**config.mk**
```make
export PLATFORM = sky130hd
export DESIGN_NAME = hc_converter_top
export DESIGN_NICKNAME = d
export VERILOG_FILES = /design/src/hdl/hc_bridge_pkg.sv /design/src/hdl/hc_ctrl_pkg.sv /design/src/hdl/tank_sample_if.sv /design/src/hdl/bridge_sequencer.sv /design/src/hdl/dead_time.sv /design/src/hdl/hc_converter_top.sv /design/src/hdl/hybrid_switching_law.sv /design/src/hdl/phi_setpoint.sv /design/src/hdl/tank_adc_capture.sv
export SDC_FILE = /design/constraint.sdc
export NUM_CORES = 1
export LEC_CHECK = 0
export BUFFER_PORTS_ARGS = -buffer_cell sky130_fd_sc_hd__buf_2
export CORE_MARGIN = 2
export CORE_UTILIZATION = 69
export CTS_BUF_LIST = sky130_fd_sc_hd__clkbuf_4 sky130_fd_sc_hd__clkbuf_8
export DETAILED_ROUTE_END_ITERATION = 7
export GPL_ROUTABILITY_DRIVEN = 0
export HOLD_SLACK_MARGIN = 0.15
export PLACE_DENSITY_LB_ADDON = 0.15
export SLEW_MARGIN = 40
export SYNTH_ARGS = -nofsm -noshare
export SYNTH_HDL_FRONTEND = slang
export SYNTH_SLANG_ARGS = --single-unit
```
**constraint.sdc**
```tcl
create_clock -name ADA_DCO -period 7.95 [get_ports ADA_DCO]
set_input_delay 0 -clock ADA_DCO [delete_from_list [all_inputs] [get_ports ADA_DCO]]
set_output_delay 0 -clock ADA_DCO [all_outputs]
set_load 0.005 [all_outputs]
```
**src/hdl/hc_bridge_pkg.sv**
```systemverilog
// H-bridge side definitions
`default_nettype none

package hc_bridge_pkg;

   // gate bits: 0 Q1 hi leg1, 1 Q2 hi leg2, 2 Q3 lo leg1, 3 Q4 lo leg2
   localparam int GATE_W = 4;

   // Q1 + Q4, positive tank voltage
   localparam logic [GATE_W-1:0] GATES_POS  = 4'b1001;
   // Q2 + Q3, negative tank voltage
   localparam logic [GATE_W-1:0] GATES_NEG  = 4'b0110;
   // both low sides, bootstrap charge
   localparam logic [GATE_W-1:0] GATES_BOOT = 4'b1100;

   // ====================
   // dead time
   // ====================

   localparam int DT_W = 4;
   // indexed by the 2-bit select
   localparam logic [3:0][DT_W-1:0] DT_CYCLES = {DT_W'(8), DT_W'(6), DT_W'(4), DT_W'(2)};

   // ====================
   // start-up sequence
   // ====================

   localparam int SEQ_W            = 4;
   localparam int BOOT_CYCLES      = 10;
   localparam int PRECHARGE_CYCLES = 6;

   typedef enum logic [1:0] {
      BR_IDLE      = 2'd0,
      BR_BOOT      = 2'd1,
      BR_PRECHARGE = 2'd2,
      BR_RUN       = 2'd3
   } bridge_state_t;

endpackage

`default_nettype wire

```
**src/hdl/hc_ctrl_pkg.sv**
```systemverilog
// Control side definitions
`default_nettype none

package hc_ctrl_pkg;

   // ====================
   // tank adc
   // ====================

   // raw word width of both tank channels
   localparam int ADC_W = 14;

   // ====================
   // phi setpoint
   // ====================

   localparam int PHI_W    = 8;
   localparam int PHI_STEP = 5;
   localparam int PHI_MIN  = 0;
   localparam int PHI_MAX  = 90;

   // ====================
   // switching surface
   // ====================

   // vC gain of 32 before the compare
   localparam int VC_SHIFT = 5;
   // holds (vC << 5) - iC * phi without overflow
   localparam int SURF_W   = 23;

   // switching variable
   typedef enum logic {
      SIGMA_NEG = 1'b0,
      SIGMA_POS = 1'b1
   } sigma_t;

endpackage

`default_nettype wire

```
**src/hdl/tank_sample_if.sv**
```systemverilog
// Tank sample interface
`default_nettype none
`timescale 1ns/1ps

interface tank_sample_if;

   import hc_ctrl_pkg::*;

   // already in two's complement, sign fixed
   logic signed [ADC_W-1:0] vc;
   logic signed [ADC_W-1:0] ic;
   // either channel clipped
   logic                    over_range;
   // high every cycle after reset
   logic                    valid;

   modport src (output vc, output ic, output over_range, output valid);
   modport dst (input vc, input ic, input over_range, input valid);

endinterface

`default_nettype wire
```
**src/hdl/bridge_sequencer.sv**
```systemverilog
// H-bridge start-up sequencer
`default_nettype none
`timescale 1ns/1ps

module bridge_sequencer (
   input  logic                              i_clk_dco,
   input  logic                              i_rst_n,
   input  logic                              i_enable,
   input  logic [hc_bridge_pkg::GATE_W-1:0]  i_gates,
   output logic [hc_bridge_pkg::GATE_W-1:0]  o_q,
   output logic                              o_on
);

   import hc_bridge_pkg::*;

   bridge_state_t     state_q;
   logic [SEQ_W-1:0]  cnt_q;
   logic [GATE_W-1:0] pattern;
   logic              shoot;
   logic [GATE_W-1:0] q_q;
   logic              on_q;

   // ====================
   // phase FSM
   // ====================

   // enable low always drops back to idle
   always_ff @(posedge i_clk_dco) begin
      if (!i_rst_n || !i_enable) begin
         state_q <= BR_IDLE;
         cnt_q   <= '0;
      end else begin
         case (state_q)
            BR_IDLE: begin
               state_q <= BR_BOOT;
               cnt_q   <= '0;
            end
            BR_BOOT: begin
               // low sides on, charge bootstrap caps
               if (cnt_q == SEQ_W'(BOOT_CYCLES - 1)) begin
                  state_q <= BR_PRECHARGE;
                  cnt_q   <= '0;
               end else begin
                  cnt_q <= cnt_q + 1'b1;
               end
            end
            BR_PRECHARGE: begin
               // sigma forced positive to excite the tank
               if (cnt_q == SEQ_W'(PRECHARGE_CYCLES - 1)) begin
                  state_q <= BR_RUN;
                  cnt_q   <= '0;
               end else begin
                  cnt_q <= cnt_q + 1'b1;
               end
            end
            default: begin
               state_q <= BR_RUN;
            end
         endcase
      end
   end

   // pattern for the current phase
   always_comb begin
      case (state_q)
         BR_BOOT:      pattern = GATES_BOOT;
         BR_PRECHARGE: pattern = GATES_POS;
         BR_RUN:       pattern = i_gates;
         default:      pattern = '0;
      endcase
   end

   // leg 1 is Q1/Q3, leg 2 is Q2/Q4
   assign shoot = (pattern[0] & pattern[2]) | (pattern[1] & pattern[3]);

   // ====================
   // registered outputs
   // ====================

   always_ff @(posedge i_clk_dco) begin
      if (!i_rst_n) begin
         q_q  <= '0;
         on_q <= 1'b0;
      end else begin
         q_q  <= (!i_enable || shoot) ? '0 : pattern;
         on_q <= i_enable && (state_q == BR_RUN);
      end
   end

   assign o_q  = q_q;
   assign o_on = on_q;

endmodule

`default_nettype wire

```
**src/hdl/dead_time.sv**
```systemverilog
// Gate dead-time insertion
`default_nettype none
`timescale 1ns/1ps

module dead_time (
   input  logic                              i_clk_dco,
   input  logic                              i_rst_n,
   input  hc_ctrl_pkg::sigma_t               i_sigma,
   input  logic [1:0]                        i_dt_sel,
   output logic [hc_bridge_pkg::GATE_W-1:0]  o_gates
);

   import hc_ctrl_pkg::*;
   import hc_bridge_pkg::*;

   logic [GATE_W-1:0] req;
   logic [GATE_W-1:0] gates_q;
   logic [DT_W-1:0]   dt_len;
   // one on-delay counter per switch
   logic [DT_W-1:0]   cnt_q [GATE_W];

   // sigma to the diagonal pair
   assign req    = (i_sigma == SIGMA_POS) ? GATES_POS : GATES_NEG;
   assign dt_len = DT_CYCLES[i_dt_sel];

   // turn-off is immediate, turn-on waits dt_len cycles of steady request
   // so the old pair is off for the full dead time before the new pair
   always_ff @(posedge i_clk_dco) begin
      if (!i_rst_n) begin
         gates_q <= '0;
         for (int g = 0; g < GATE_W; g++) begin
            cnt_q[g] <= '0;
         end
      end else begin
         for (int g = 0; g < GATE_W; g++) begin
            if (!req[g]) begin
               cnt_q[g]   <= '0;
               gates_q[g] <= 1'b0;
            end else if (cnt_q[g] >= dt_len) begin
               gates_q[g] <= 1'b1;
            end else begin
               cnt_q[g] <= cnt_q[g] + 1'b1;
            end
         end
      end
   end

   assign o_gates = gates_q;

endmodule

`default_nettype wire

```
**src/hdl/hc_converter_top.sv**
```systemverilog
// Resonant converter control top
`default_nettype none
`timescale 1ns/1ps

module hc_converter_top (
   input  logic                                   ADA_DCO,
   input  logic                                   i_rst_n,
   input  logic signed [hc_ctrl_pkg::ADC_W-1:0]  i_ada_data,
   input  logic signed [hc_ctrl_pkg::ADC_W-1:0]  i_adb_data,
   input  logic                                   i_ada_or,
   input  logic                                   i_adb_or,
   input  logic                                   i_enable,
   input  logic                                   i_inc_btn,
   input  logic                                   i_dec_btn,
   input  logic [1:0]                             i_dt_sel,
   output logic [hc_bridge_pkg::GATE_W-1:0]       o_q,
   output logic                                   o_on,
   output logic [hc_ctrl_pkg::PHI_W-1:0]          o_phi
);

   import hc_ctrl_pkg::*;
   import hc_bridge_pkg::*;

   tank_sample_if     smp_if ();
   logic [PHI_W-1:0]  phi;
   sigma_t            sigma;
   // after dead time, before start-up gating
   logic [GATE_W-1:0] gates_dt;

   tank_adc_capture tank_adc_capture_i (
      .i_clk_dco  (ADA_DCO),
      .i_rst_n    (i_rst_n),
      .i_ada_data (i_ada_data),
      .i_adb_data (i_adb_data),
      .i_ada_or   (i_ada_or),
      .i_adb_or   (i_adb_or),
      .o_smp      (smp_if)
   );

   phi_setpoint phi_setpoint_i (
      .i_clk_dco (ADA_DCO),
      .i_rst_n   (i_rst_n),
      .i_inc_btn (i_inc_btn),
      .i_dec_btn (i_dec_btn),
      .o_phi     (phi)
   );

   hybrid_switching_law hybrid_switching_law_i (
      .i_clk_dco (ADA_DCO),
      .i_rst_n   (i_rst_n),
      .i_smp     (smp_if),
      .i_phi     (phi),
      .o_sigma   (sigma)
   );

   dead_time dead_time_i (
      .i_clk_dco (ADA_DCO),
      .i_rst_n   (i_rst_n),
      .i_sigma   (sigma),
      .i_dt_sel  (i_dt_sel),
      .o_gates   (gates_dt)
   );

   bridge_sequencer bridge_sequencer_i (
      .i_clk_dco (ADA_DCO),
      .i_rst_n   (i_rst_n),
      .i_enable  (i_enable),
      .i_gates   (gates_dt),
      .o_q       (o_q),
      .o_on      (o_on)
   );

   assign o_phi = phi;

endmodule

`default_nettype wire

```
**src/hdl/hybrid_switching_law.sv**
```systemverilog
// Hybrid switching law
`default_nettype none
`timescale 1ns/1ps

module hybrid_switching_law (
   input  logic                            i_clk_dco,
   input  logic                            i_rst_n,
   tank_sample_if.dst                      i_smp,
   input  logic [hc_ctrl_pkg::PHI_W-1:0]   i_phi,
   output hc_ctrl_pkg::sigma_t             o_sigma
);

   import hc_ctrl_pkg::*;

   // operands widened to the surface width
   logic signed [SURF_W-1:0] vc_ext;
   logic signed [SURF_W-1:0] ic_ext;
   logic signed [SURF_W-1:0] phi_ext;
   logic signed [SURF_W-1:0] surf_d;
   // stage 1
   logic signed [SURF_W-1:0] surf_q;
   logic                     valid_q;
   logic                     or_q;
   // stage 2
   sigma_t                   sigma_q;

   // ====================
   // stage 1, surface
   // ====================

   always_comb begin
      vc_ext  = {{(SURF_W-ADC_W){i_smp.vc[ADC_W-1]}}, i_smp.vc};
      ic_ext  = {{(SURF_W-ADC_W){i_smp.ic[ADC_W-1]}}, i_smp.ic};
      // phi is an angle, never negative
      phi_ext = {{(SURF_W-PHI_W){1'b0}}, i_phi};
      // s = 32*vC - phi*iC
      surf_d  = (vc_ext <<< VC_SHIFT) - ic_ext * phi_ext;
   end

   always_ff @(posedge i_clk_dco) begin
      surf_q <= surf_d;
   end

   // flags travel alongside the product
   always_ff @(posedge i_clk_dco) begin
      if (!i_rst_n) begin
         valid_q <= 1'b0;
         or_q    <= 1'b0;
      end else begin
         valid_q <= i_smp.valid;
         or_q    <= i_smp.over_range;
      end
   end

   // ====================
   // stage 2, sigma
   // ====================

   // zero counts as positive, clipped samples hold sigma
   always_ff @(posedge i_clk_dco) begin
      if (!i_rst_n) begin
         sigma_q <= SIGMA_NEG;
      end else if (valid_q && !or_q) begin
         sigma_q <= surf_q[SURF_W-1] ? SIGMA_NEG : SIGMA_POS;
      end
   end

   assign o_sigma = sigma_q;

endmodule

`default_nettype wire

```
**src/hdl/phi_setpoint.sv**
```systemverilog
// Phi setpoint register
`default_nettype none
`timescale 1ns/1ps

module phi_setpoint (
   input  logic                            i_clk_dco,
   input  logic                            i_rst_n,
   input  logic                            i_inc_btn,
   input  logic                            i_dec_btn,
   output logic [hc_ctrl_pkg::PHI_W-1:0]   o_phi
);

   import hc_ctrl_pkg::*;

   // bit 0 increase, bit 1 decrease
   logic [1:0]       btn_q;
   logic [1:0]       btn_qq;
   logic             inc_rise;
   logic             dec_rise;
   logic [PHI_W-1:0] phi_q;

   // sample levels, then keep the previous one
   always_ff @(posedge i_clk_dco) begin
      if (!i_rst_n) begin
         btn_q  <= 2'b00;
         btn_qq <= 2'b00;
      end else begin
         btn_q  <= {i_dec_btn, i_inc_btn};
         btn_qq <= btn_q;
      end
   end

   // rising edges only
   assign inc_rise = btn_q[0] & ~btn_qq[0];
   assign dec_rise = btn_q[1] & ~btn_qq[1];

   // step with saturation, both at once is ignored
   always_ff @(posedge i_clk_dco) begin
      if (!i_rst_n) begin
         phi_q <= PHI_W'(PHI_MIN);
      end else if (inc_rise && !dec_rise) begin
         if (phi_q <= PHI_W'(PHI_MAX - PHI_STEP)) begin
            phi_q <= phi_q + PHI_W'(PHI_STEP);
         end else begin
            phi_q <= PHI_W'(PHI_MAX);
         end
      end else if (dec_rise && !inc_rise) begin
         if (phi_q >= PHI_W'(PHI_MIN + PHI_STEP)) begin
            phi_q <= phi_q - PHI_W'(PHI_STEP);
         end else begin
            phi_q <= PHI_W'(PHI_MIN);
         end
      end
   end

   assign o_phi = phi_q;

endmodule

`default_nettype wire

```
**src/hdl/tank_adc_capture.sv**
```systemverilog
// Tank ADC capture
`default_nettype none
`timescale 1ns/1ps

module tank_adc_capture (
   input  logic                                   i_clk_dco,
   input  logic                                   i_rst_n,
   input  logic signed [hc_ctrl_pkg::ADC_W-1:0]  i_ada_data,
   input  logic signed [hc_ctrl_pkg::ADC_W-1:0]  i_adb_data,
   input  logic                                   i_ada_or,
   input  logic                                   i_adb_or,
   tank_sample_if.src                             o_smp
);

   // valid only, samples never stall
   always_ff @(posedge i_clk_dco) begin
      if (!i_rst_n) begin
         o_smp.valid <= 1'b0;
      end else begin
         o_smp.valid <= 1'b1;
      end
   end

   // board signal chain is inverted, negate both words
   // channel a is vC, channel b is iC
   always_ff @(posedge i_clk_dco) begin
      o_smp.vc         <= -i_ada_data;
      o_smp.ic         <= -i_adb_data;
      // clip flag follows its sample
      o_smp.over_range <= i_ada_or | i_adb_or;
   end

endmodule

`default_nettype wire

```
==> Word-level counts from Yosys, hierarchy flattened <==
Memories as Yosys holds them, arrays and structs flattened.
Cells that the tools add are included.
W data, S select, Z words.
{ "word_totals": {"ff_bits": 83, "ram_bits": 16, "in_bits": 37, "output_inout_bits": 13, "word_cells": 135, "n_memories": 1} }
{ "op_classes": {"add_sub_neg": 10, "n_mul": 1, "n_lt_le_gt_ge": 7, "eq_ne": 7, "mux": 53, "bitwise": 17, "n_reduce_logical": 20} }
{ "mem_list": {"columns": ["name", "depth", "width", "read_ports", "rd_clocked_by_memory_dff", "wr", "line_no", "rtl"], "rows": [
  ["dead_time_i.cnt_q", 4, 4, 4, 0, 4, "dead_time.sv:20", "logic [DT_W-1:0] cnt_q [GATE_W];"]
]} }
{ "op_table": {"columns": ["op", "n"], "rows": [
  ["$mux W4", 12],
  ["$mux W8", 4],
  ["$mux W1", 31],
  ["$neg A14 Y14", 2],
  ["$pmux W4 S3", 2],
  ["$mul A14 B9 Y23", 1],
  ["$sub A19 B23 Y23", 1],
  ["$add A4 B1 Y4 const B", 5],
  ["$ge A4 B4 Y1", 4],
  ["$or A1 B1 Y1", 10],
  ["$reduce_and A2 Y1", 5],
  ["$add A8 B3 Y8 const B", 1],
  ["$bmux W4 S2", 1],
  ["$ge A8 B3 Y1 const B", 1],
  ["$le A8 B7 Y1 const B", 1],
  ["$sub A8 B3 Y8 const B", 1],
  ["$pmux W2 S3", 1],
  ["$logic_not A1 Y1", 5],
  ["$and A1 B1 Y1", 4],
  ["$eq A2 B2 Y1 const B", 2],
  ["$eq A4 B3 Y1 const B", 1],
  ["$eq A4 B4 Y1 const B", 1],
  ["$logic_and A1 B1 Y1", 4],
  ["$mux W2", 2],
  ["9 further kinds", 13]
]} }

==> Longest topological paths before layout <==
Gate-level depths: netlist (run 1).
{ "logic_depth": {"depth_word": 8, "mapped_depth": 20, "depth_no_buf": 18} }

==> By module <==
From an unflattened synthesis (run 1), not the netlist that was laid out.
{ "hier_totals": {"hier_cells": 837, "hier_area_um2": 8124.0} }
{ "modules_own_cells": {"columns": ["module", "instances", "cells_per_inst", "area_per_inst_um2", "seq_area_each_um2"], "rows": [
  ["hybrid_switching_law", 1, 467, 4362.9, 80.1],
  ["dead_time", 1, 105, 1209.9, 560.5],
  ["tank_adc_capture", 1, 96, 1056.0, 600.6],
  ["phi_setpoint", 1, 97, 864.6, 240.2],
  ["bridge_sequencer", 1, 72, 630.6, 220.2]
]} }

==> Least setup slack after synthesis (run 1) <==
No wires, ideal clock.
{ "synth_timing": {"path_type": "reg-to-reg", "startpoint": "reg phi_setpoint_i.phi_q[2], in the netlist phi_setpoint_i.o_phi[2]", "endpoint": "reg hybrid_switching_law_i.surf_q[22]", "setup_ns": 0.122, "arrival_time_ns": 4.817, "required_ns": 7.828, "path_slack_ns": 3.011, "path_stages_with_launch": 17, "n_path_buf": 2, "period_less_slack_ns": 4.939, "path_cell_list": "dfxtp_1 -> clkbuf_1 -> clkbuf_1 -> nand2_1 -> inv_1 -> fa_1 -> inv_1 -> fa_1 -> fa_1 -> fa_1 -> fa_1 -> ha_1 -> nand4_1 -> nor4_1 -> o211ai_1 -> o211ai_1 -> xnor2_1"} }
{ "synth_between": {"elab_chain_len": 2} }
{ "synth_lines": {"columns": ["item", "line_no", "rtl"], "rows": [
  ["start: declaration", "phi_setpoint.sv:20", "logic [PHI_W-1:0] phi_q;"],
  ["start signal: assignment", "phi_setpoint.sv:40", "phi_q <= PHI_W'(PHI_MIN);"],
  ["start signal: assignment", "phi_setpoint.sv:43", "phi_q <= phi_q + PHI_W'(PHI_STEP);"],
  ["start signal: assignment", "phi_setpoint.sv:45", "phi_q <= PHI_W'(PHI_MAX);"],
  ["$mul A14 B9 Y23", "hybrid_switching_law.sv:37", "surf_d = (vc_ext <<< VC_SHIFT) - ic_ext * phi_ext;"],
  ["$sub A19 B23 Y23", "hybrid_switching_law.sv:37", null],
  ["named net hybrid_switching_law_i.surf_d[22]", "hybrid_switching_law.sv:19", "logic signed [SURF_W-1:0] surf_d;"],
  ["end signal: assignment", "hybrid_switching_law.sv:41", "surf_q <= surf_d;"],
  ["end: declaration", "hybrid_switching_law.sv:21", "logic signed [SURF_W-1:0] surf_q;"]
]} }
The timed path passes the listed nets, and every way through them passes these cells.
A chain may end at the register's enable or synchronous reset.

==> Final worst setup path (run 1) <==
Ends and elaborated chain as after synthesis.

==> run_results.csv, run 1 <==
group,metric,value,unit
final_layout,final_core_util,0.799,
timing,setup_viol,0,
floorplanning,fp.dieW,111,um
timing,worstMarginPinSlew,0.860,ns
clock_tree,cts_setup_buffers,0,
placed_design,placedCellCount,1014,
synthesis,synth_flop_cell,"dfxtp_1",
synthesis,synth-seq-area-share,0.215,
worst_setup_path,cp_top_family,"adder cells",
clock_tree,clk_path_buf_depth,2,
clock_tree,cts_made_buffers,9,
final_layout,num-fill-cells,737,
synthesis,synthDistinctLibCells,56,
worst_setup_path,worst_setup_path_end_kind,"flop",
timing,hold_violations,0,
final_layout,final_cell_mix,"inv_1 (168), fa_1 (109), and2_1 (93), ha_1 (81), nand2_1 (61)",
placed_design,hpwl,13.7,mm
clock_tree,path_clk_slew,0.10,ns
global_routing,antenna_found_initial,0,
clock_tree,h-tree-depth,3,
min_path,hp-class,"in2reg",
timing,slew_violations,0,
floorplanning,fp.dieH,111,um
pwr,peakVddDrop,0.185,mV
timing,relSlewSlack,0.426,
synthesis,ys_async_sr_fraction,0,
routing,wl_per_cell,16.8,um
timing,finalCriticalPeriod,5.36,ns
final_layout,multiInputGateArea,0.00549,mm^2
worst_setup_path,worstPathCellList,"nand2_1 > inv_1 > fa_1 > inv_1 > fa_1 > fa_1 > fa_1 > inv_1 > fa_1 > inv_1 > ha_1 > nand4_1 > nor4_1 > o211ai_1 > o211ai_1 > xnor2_1",
floorplanning,fp-row-count,39,
final_layout,fin_cells,1086,
routing,finalWirelength,18.3,mm
synthesis,synth_largest_area_cell,"fa_1",
synthesis,synthTopCellsByArea,"fa_1 (28%), dfxtp_1 (15%), ha_1 (13%), inv_1 (8.0%), and2_1 (7.3%)",
worst_setup_path,worstPathMaxFanout,24,
floorplanning,core_region_area,0.0113,mm^2
synthesis,synth-edff-count,16,
timing,rsz0062_at_grt,"no",
clock_tree,clock_latency,0.39,ns
floorplanning,io_pins,50,
routing,via_per_inst,5.60,
worst_setup_path,required,8.25,ns
timing,finalCritPeriodShare,0.674,
final_layout,antenna_cells,0,
routing,drtAntennaViolNets,0,
routing,drt-initial-drc-count,448,
worst_setup_path,cp_num_buf_inv,4,
clock_tree,cts.sinks,77,
pwr,leakage,4.08,nW
final_layout,layout-drive-gt1-share,0.0785,
clock_tree,cts-root-buf,"clkbuf_8",
worst_setup_path,crit_type,"reg2reg",
final_layout,nets,1165,
final_layout,register_area,0.00170,mm^2
worst_setup_path,cpMostUsedCell,"fa_1",
worst_setup_path,cp_slowest_cell,"dfxtp_1",
global_routing,grt_pass1_wl,31.4,mm
worst_setup_path,worstPathArrival,5.66,ns
timing,finalClockSkew,0.0148,ns
synthesis,ys_ff_latch,77,
job,drv_cap,0,
timing,worst_hold_slack,0.293,ns
synthesis,yosysWarnings,0,
clock_tree,postCtsHoldBufs,56,
timing,tns,0,ns
placed_design,io_buffers,49,
synthesis,synthCells,842,
routing,vias,6081,
routing,remaining_drc_errors,0,
global_routing,grtUsageTotal,0.321,
global_routing,grt_max_degree,25,
final_layout,syn_to_final_growth,14.1,%
floorplanning,fp.dieArea,0.0124,mm^2
floorplanning,start_util,0.701,
global_routing,grt_pass1_vias,6714,
timing,fmaxAchievable,187,MHz
clock_tree,cts_tree,"done",
routing,dr.pass1.iters,5,
synthesis,synth_nets,1069,
worst_setup_path,cp-start-kind,"flop",
global_routing,grt-ovfl-total,0,
synthesis,synth_area_per_cell,9.42,um^2
worst_setup_path,max_stage_delay,0.86,ns
outcome,run_status,"completed",
synthesis,syn-cell-area,0.00793,mm^2
synthesis,yosys.area.top_type_share,0.275,
final_layout,final_common_cell,"inv_1",
pwr,power.density,227,mW/mm^2
clock_tree,cts.repair.resized,0,
-- cells by family after synthesis --
family,Yosys count,synth area share
compound gates,76,0.0625
xor+xnor,42,0.0464
fa+ha+maj,190,0.403
mux,1,0.00126
flops,77,0.215
simple gates,267,0.179
buf+inv,189,0.0935
-- cell type report --
class | instances | share of cell area
Tap cell | 143 | 0.0198
Sequential cell | 77 | 0.188
Timing Repair Buffer | 105 | 0.0891
Clock buffer | 10 | 0.0152
Multi-Input combinational cell | 576 | 0.607
Clock inverter | 6 | 0.0111
Inverter | 169 | 0.0701
-- cells in the mapped netlist, types with 2 or more instances --
master / instances
nand2_1: 61
clkbuf_8: 2
and3_1: 3
and2_1: 93
o21ai_0: 18
a21oi_1: 20
fa_1: 109
nor3b_1: 3
a221oi_1: 2
a31oi_1: 4
a211oi_1: 4
xnor2_1: 30
xor2_1: 12
ha_1: 81
clkbuf_1: 14
edfxtp_1: 16
nor3_1: 14
a32oi_1: 2
o211ai_1: 2
nor2_1: 36
or3_1: 8
inv_1: 168
nor4_1: 6
dfxtp_1: 61
o22ai_1: 2
nand2b_1: 9
nand4_1: 2
nor2b_1: 4
o21a_1: 6
nand3_1: 16
a21boi_0: 5
nand3b_1: 5
-- worst paths after layout --
kind / cells past startpoint / from / slack, ns / endpoint
worst max-delay path: 16 / phi_setpoint_i.o_phi[2] / 2.59 / hybrid_switching_law_i.surf_q[22]
worst min register to register: 1 / tank_adc_capture_i.o_smp.over_range / 0.45 / hybrid_switching_law_i.or_q
worst max register to register: 16 / phi_setpoint_i.o_phi[2] / 2.59 / hybrid_switching_law_i.surf_q[22]
worst min-delay path: 2 / i_adb_data[0] / 0.29 / tank_adc_capture_i.o_smp.ic[0]
-- through the flow --
step | power, mW | area [um^2] | worst slack (ns)
2_1_floorplan | 1.33 | 7930 | 3.01
3_3_place_gp | 1.58 | 8250 | 2.79
3_5_place_dp | 1.65 | 8250 | 2.69
4_1_cts | 2.06 | 9050 | 2.65
5_1_grt | 2.25 | 9050 | 2.18
6_report | 2.06 | 9050 | 2.59
-- worst reg2reg max path, cell delays in order (launching register included) --
cell,delay [ns]
dfxtp_1,0.86
nand2_1,0.23
inv_1,0.14
fa_1,0.42
inv_1,0.25
fa_1,0.47
fa_1,0.47
fa_1,0.54
inv_1,0.05
fa_1,0.53
inv_1,0.04
ha_1,0.32
nand4_1,0.14
nor4_1,0.38
o211ai_1,0.16
o211ai_1,0.13
xnor2_1,0.15
-- registers in the layout, summed over array words and instances, names as in the netlist, 2 cells and up --
name                         flops
bridge_sequencer_i.o_q           4
dead_time_i.o_gates              4
bridge_sequencer_i.cnt_q         4
tank_adc_capture_i.o_smp.vc     14
tank_adc_capture_i.o_smp.ic     14
dead_time_i.cnt_q               16
phi_setpoint_i.btn_qq            2
phi_setpoint_i.o_phi             8
phi_setpoint_i.btn_q             2
bridge_sequencer_i.state_q       2
-- power by group --
| group | internal (mW) | switching (mW) |
|---|---|---|
| registers | 0.452 | 0.0753 |
| clock network | 0.192 | 0.173 |
| logic | 0.511 | 0.652 |
-- metal layers --
layer,share of wire,GRT usage
met1,0.38,0.365
met5,0,0
met2,0.52,0.580
met4,0.044,0.164
met3,0.053,0.0547
(Power assumes the default switching activity.)
==> run 2, diff against run 1 <==
--- a/config.mk
+++ b/config.mk
@@ -7,7 +7,7 @@
 export LEC_CHECK = 0
 export BUFFER_PORTS_ARGS = -buffer_cell sky130_fd_sc_hd__buf_2
 export CORE_MARGIN = 2
-export CORE_UTILIZATION = 69
+export CORE_UTILIZATION = 58
 export CTS_BUF_LIST = sky130_fd_sc_hd__clkbuf_4 sky130_fd_sc_hd__clkbuf_8
 export DETAILED_ROUTE_END_ITERATION = 7
 export GPL_ROUTABILITY_DRIVEN = 0
==> constraint.sdc (replaced) <==
create_clock -name ADA_DCO -period 4.76 [get_ports ADA_DCO]
set_input_delay 0 -clock ADA_DCO [delete_from_list [all_inputs] [get_ports ADA_DCO]]
set_output_delay 0 -clock ADA_DCO [all_outputs]
set_load 0.005 [all_outputs]
==> run 2 against run 1 <==
Compared with the run above:
- fmax increased by 16%
- routed wire length increased by 2.0%
- worst hold slack better by 0.049 ns
- final area increased by 2.9%
- sequential cell count did not move
- clock power up 48%
- power up 77%
- worst setup slack worse by 2.5 ns
- via count down 0.58%
- critical path depth is 1 lower
- count of clock-buffer cells in the layout stayed put
- sequential share of layout area down 0.25 points
- largest power group unchanged
==> run_results.csv, run 2 (same netlist as run 1, synthesis figures left out) <==
group,metric,value,unit
pwr,combPwrFrac,0.619,
worst_setup_path,reg2reg_slack,0.12,ns
final_layout,layout-drive-gt1-share,0.124,
routing,drt-initial-drc-count,270,
pwr,swShare,0.452,
final_layout,reg_top3,"dead_time_i.cnt_q: 16 flops, tank_adc_capture_i.o_smp.ic: 14 flops, tank_adc_capture_i.o_smp.vc: 14 flops",
pwr,leakage,4.18,nW
global_routing,grtUsageTotal,0.277,
global_routing,antenna_found_initial,0,
job,drv_cap,0,
placed_design,dpl_cell_area,0.00840,mm^2
worst_setup_path,cp_num_buf_inv,3,
timing,finalCriticalPeriod,4.64,ns
worst_setup_path,worst_setup_path_end_kind,"flop",
final_layout,final_cell_mix,"inv_1 (167), fa_1 (109), and2_1 (93), ha_1 (79)",
timing,layout_setup_ws,0.125,ns
timing,worst_hold_slack,0.342,ns
timing,worstMarginPinSlew,0.798,ns
global_routing,grt_pass1_vias,6575,
floorplanning,fp.dieH,121,um
floorplanning,fp.dieW,121,um
timing,finalClockSkew,0.0100,ns
worst_setup_path,cpMostUsedCell,"fa_1",
routing,drtAntennaViolNets,0,
pwr,p_switching,1.65,mW
final_layout,final_area,0.00931,mm^2
final_layout,regMostFlops,"dead_time_i.cnt_q",
clock_tree,cts-root-buf,"clkbuf_8",
clock_tree,h-tree-depth,3,
worst_setup_path,required,5.03,ns
final_layout,fin_cells,1135,
final_layout,antenna_cells,0,
floorplanning,fp.dieArea,0.0146,mm^2
global_routing,grt-ovfl-total,0,
final_layout,final_common_cell,"inv_1",
routing,wl_per_cell,16.4,um
worst_setup_path,crit_type,"reg2reg",
routing,vias,6046,
floorplanning,io_pins,50,
routing,via_per_inst,5.33,
pwr,power.density,391,mW/mm^2
worst_setup_path,worstPathArrival,4.91,ns
routing,finalWirelength,18.6,mm
worst_setup_path,cp_slowest_cell,"fa_1",
floorplanning,start_util,0.597,
timing,slew_violations,0,
timing,finalCritPeriodShare,0.974,
floorplanning,fp-row-count,42,
final_layout,final_core_util,0.700,
clock_tree,cts.sinks,77,
routing,dr.pass1.iters,5,
worst_setup_path,cp_top_family,"adder cells",
placed_design,pre_cts_slack,-0.128,ns
worst_setup_path,worstPathCellList,"and2_1 > fa_1 > inv_1 > fa_1 > fa_1 > fa_1 > inv_1 > fa_1 > inv_1 > ha_1 > a21oi_2 > o21ai_1 > a221oi_2 > o211ai_1 > xnor2_1",
min_path,hp-class,"in2reg",
placed_design,placedCellCount,1062,
placed_design,io_buffers,49,
pwr,clkPwrFrac,0.149,
routing,remaining_drc_errors,0,
floorplanning,core_region_area,0.0133,mm^2
worst_setup_path,worstPathMaxFanout,8,
worst_setup_path,max_stage_delay,0.55,ns
final_layout,syn_to_final_growth,17.3,%
final_layout,nets,1182,
clock_tree,path_clk_slew,0.09,ns
timing,relSlewSlack,0.468,
timing,fmaxAchievable,216,MHz
clock_tree,clock_latency,0.38,ns
pwr,peakVddDrop,0.205,mV
timing,setup_viol,0,
placed_design,hpwl,14.1,mm
worst_setup_path,cp-start-kind,"flop",
clock_tree,clk_path_buf_depth,2,
final_layout,largest_register_ff_count,16,
pwr,internal_power,1.99,mW
global_routing,grt_max_degree,23,
clock_tree,cts_tree,"done",
outcome,run_status,"completed",
pwr,seq_power_share,0.233,
clock_tree,cts_made_buffers,9,
timing,hold_violations,0,
global_routing,grt_pass1_wl,31.3,mm
run 2: changes by cell type in the layout (fill, tap and decap cells not counted), moves of 4 or more:
cell	previous run	this run
nand2_2	0	5
nand2_1	61	56
buf_4	0	17
dfxtp_4	0	4
dfxtp_1	60	48
dfxtp_2	1	9
run 2: worst register-to-register path, cell delays in order, from the launching register on:
cell and delay, ns:
dfxtp_2 0.38, and2_1 0.20, fa_1 0.55, inv_1 0.06, fa_1 0.54, fa_1 0.45
fa_1 0.54, inv_1 0.05, fa_1 0.53, inv_1 0.04, ha_1 0.33, a21oi_2 0.15
o21ai_1 0.12, a221oi_2 0.29, o211ai_1 0.14, xnor2_1 0.15
run 2: final cells by class:
type	count	area, um^2
fill	996	3990
sequential	77	1730
clock buffer	10	138
inverter	169	637
timing repair buffer	122	933
multi-input combinational	576	5590
clock inverter	5	65.1
tap	176	220
run 2: power groups by stage:
stage	Clock, mW	Sequential [mW]	Combinational, mW
floorplan	0	0.820	1.41
global placement	0	0.854	1.82
detailed placement	0	0.860	1.93
CTS	0.553	0.847	2.00
global route	0.573	0.859	2.56
finish	0.541	0.847	2.25
run 2: path summary, 6_finish.rpt:
kind | start | endpoint | cells past startpoint
worst max register to register | tank_adc_capture_i.o_smp.ic[8] | hybrid_switching_law_i.surf_q[22] | 15
worst min-delay path | i_ada_data[0] | tank_adc_capture_i.o_smp.vc[0] | 2
worst min register to register | tank_adc_capture_i.o_smp.over_range | hybrid_switching_law_i.or_q | 1
worst max-delay path | tank_adc_capture_i.o_smp.ic[8] | hybrid_switching_law_i.surf_q[22] | 15
run 2: per-stage QoR:
stage / total power [mW] / TNS [ns]
global route: 3.99 / -0.0296
finish: 3.64 / 0
global placement: 2.68 / 0
floorplan: 2.23 / 0
detailed placement: 2.79 / -0.128
CTS: 3.40 / 0
run 2: repair_timing:
action,4_1_cts,5_1_grt
gates cloned,0,0
pin swaps,1,8
setup buffers,0,2
resized for setup,10,27
setup endpoints to repair,1,1
hold buffers,56,0
endpoints found under the hold margin,53,0
run 2: metal layers:
layer / share of wire / track usage / up-vias
met3: 0.052 / 0.0522 / 38
met1: 0.40 / 0.325 / 2976
met4: 0.030 / 0.117 / 0
met2: 0.52 / 0.495 / 174
li1: - / - / 2858
met5: 0 / 0 / -
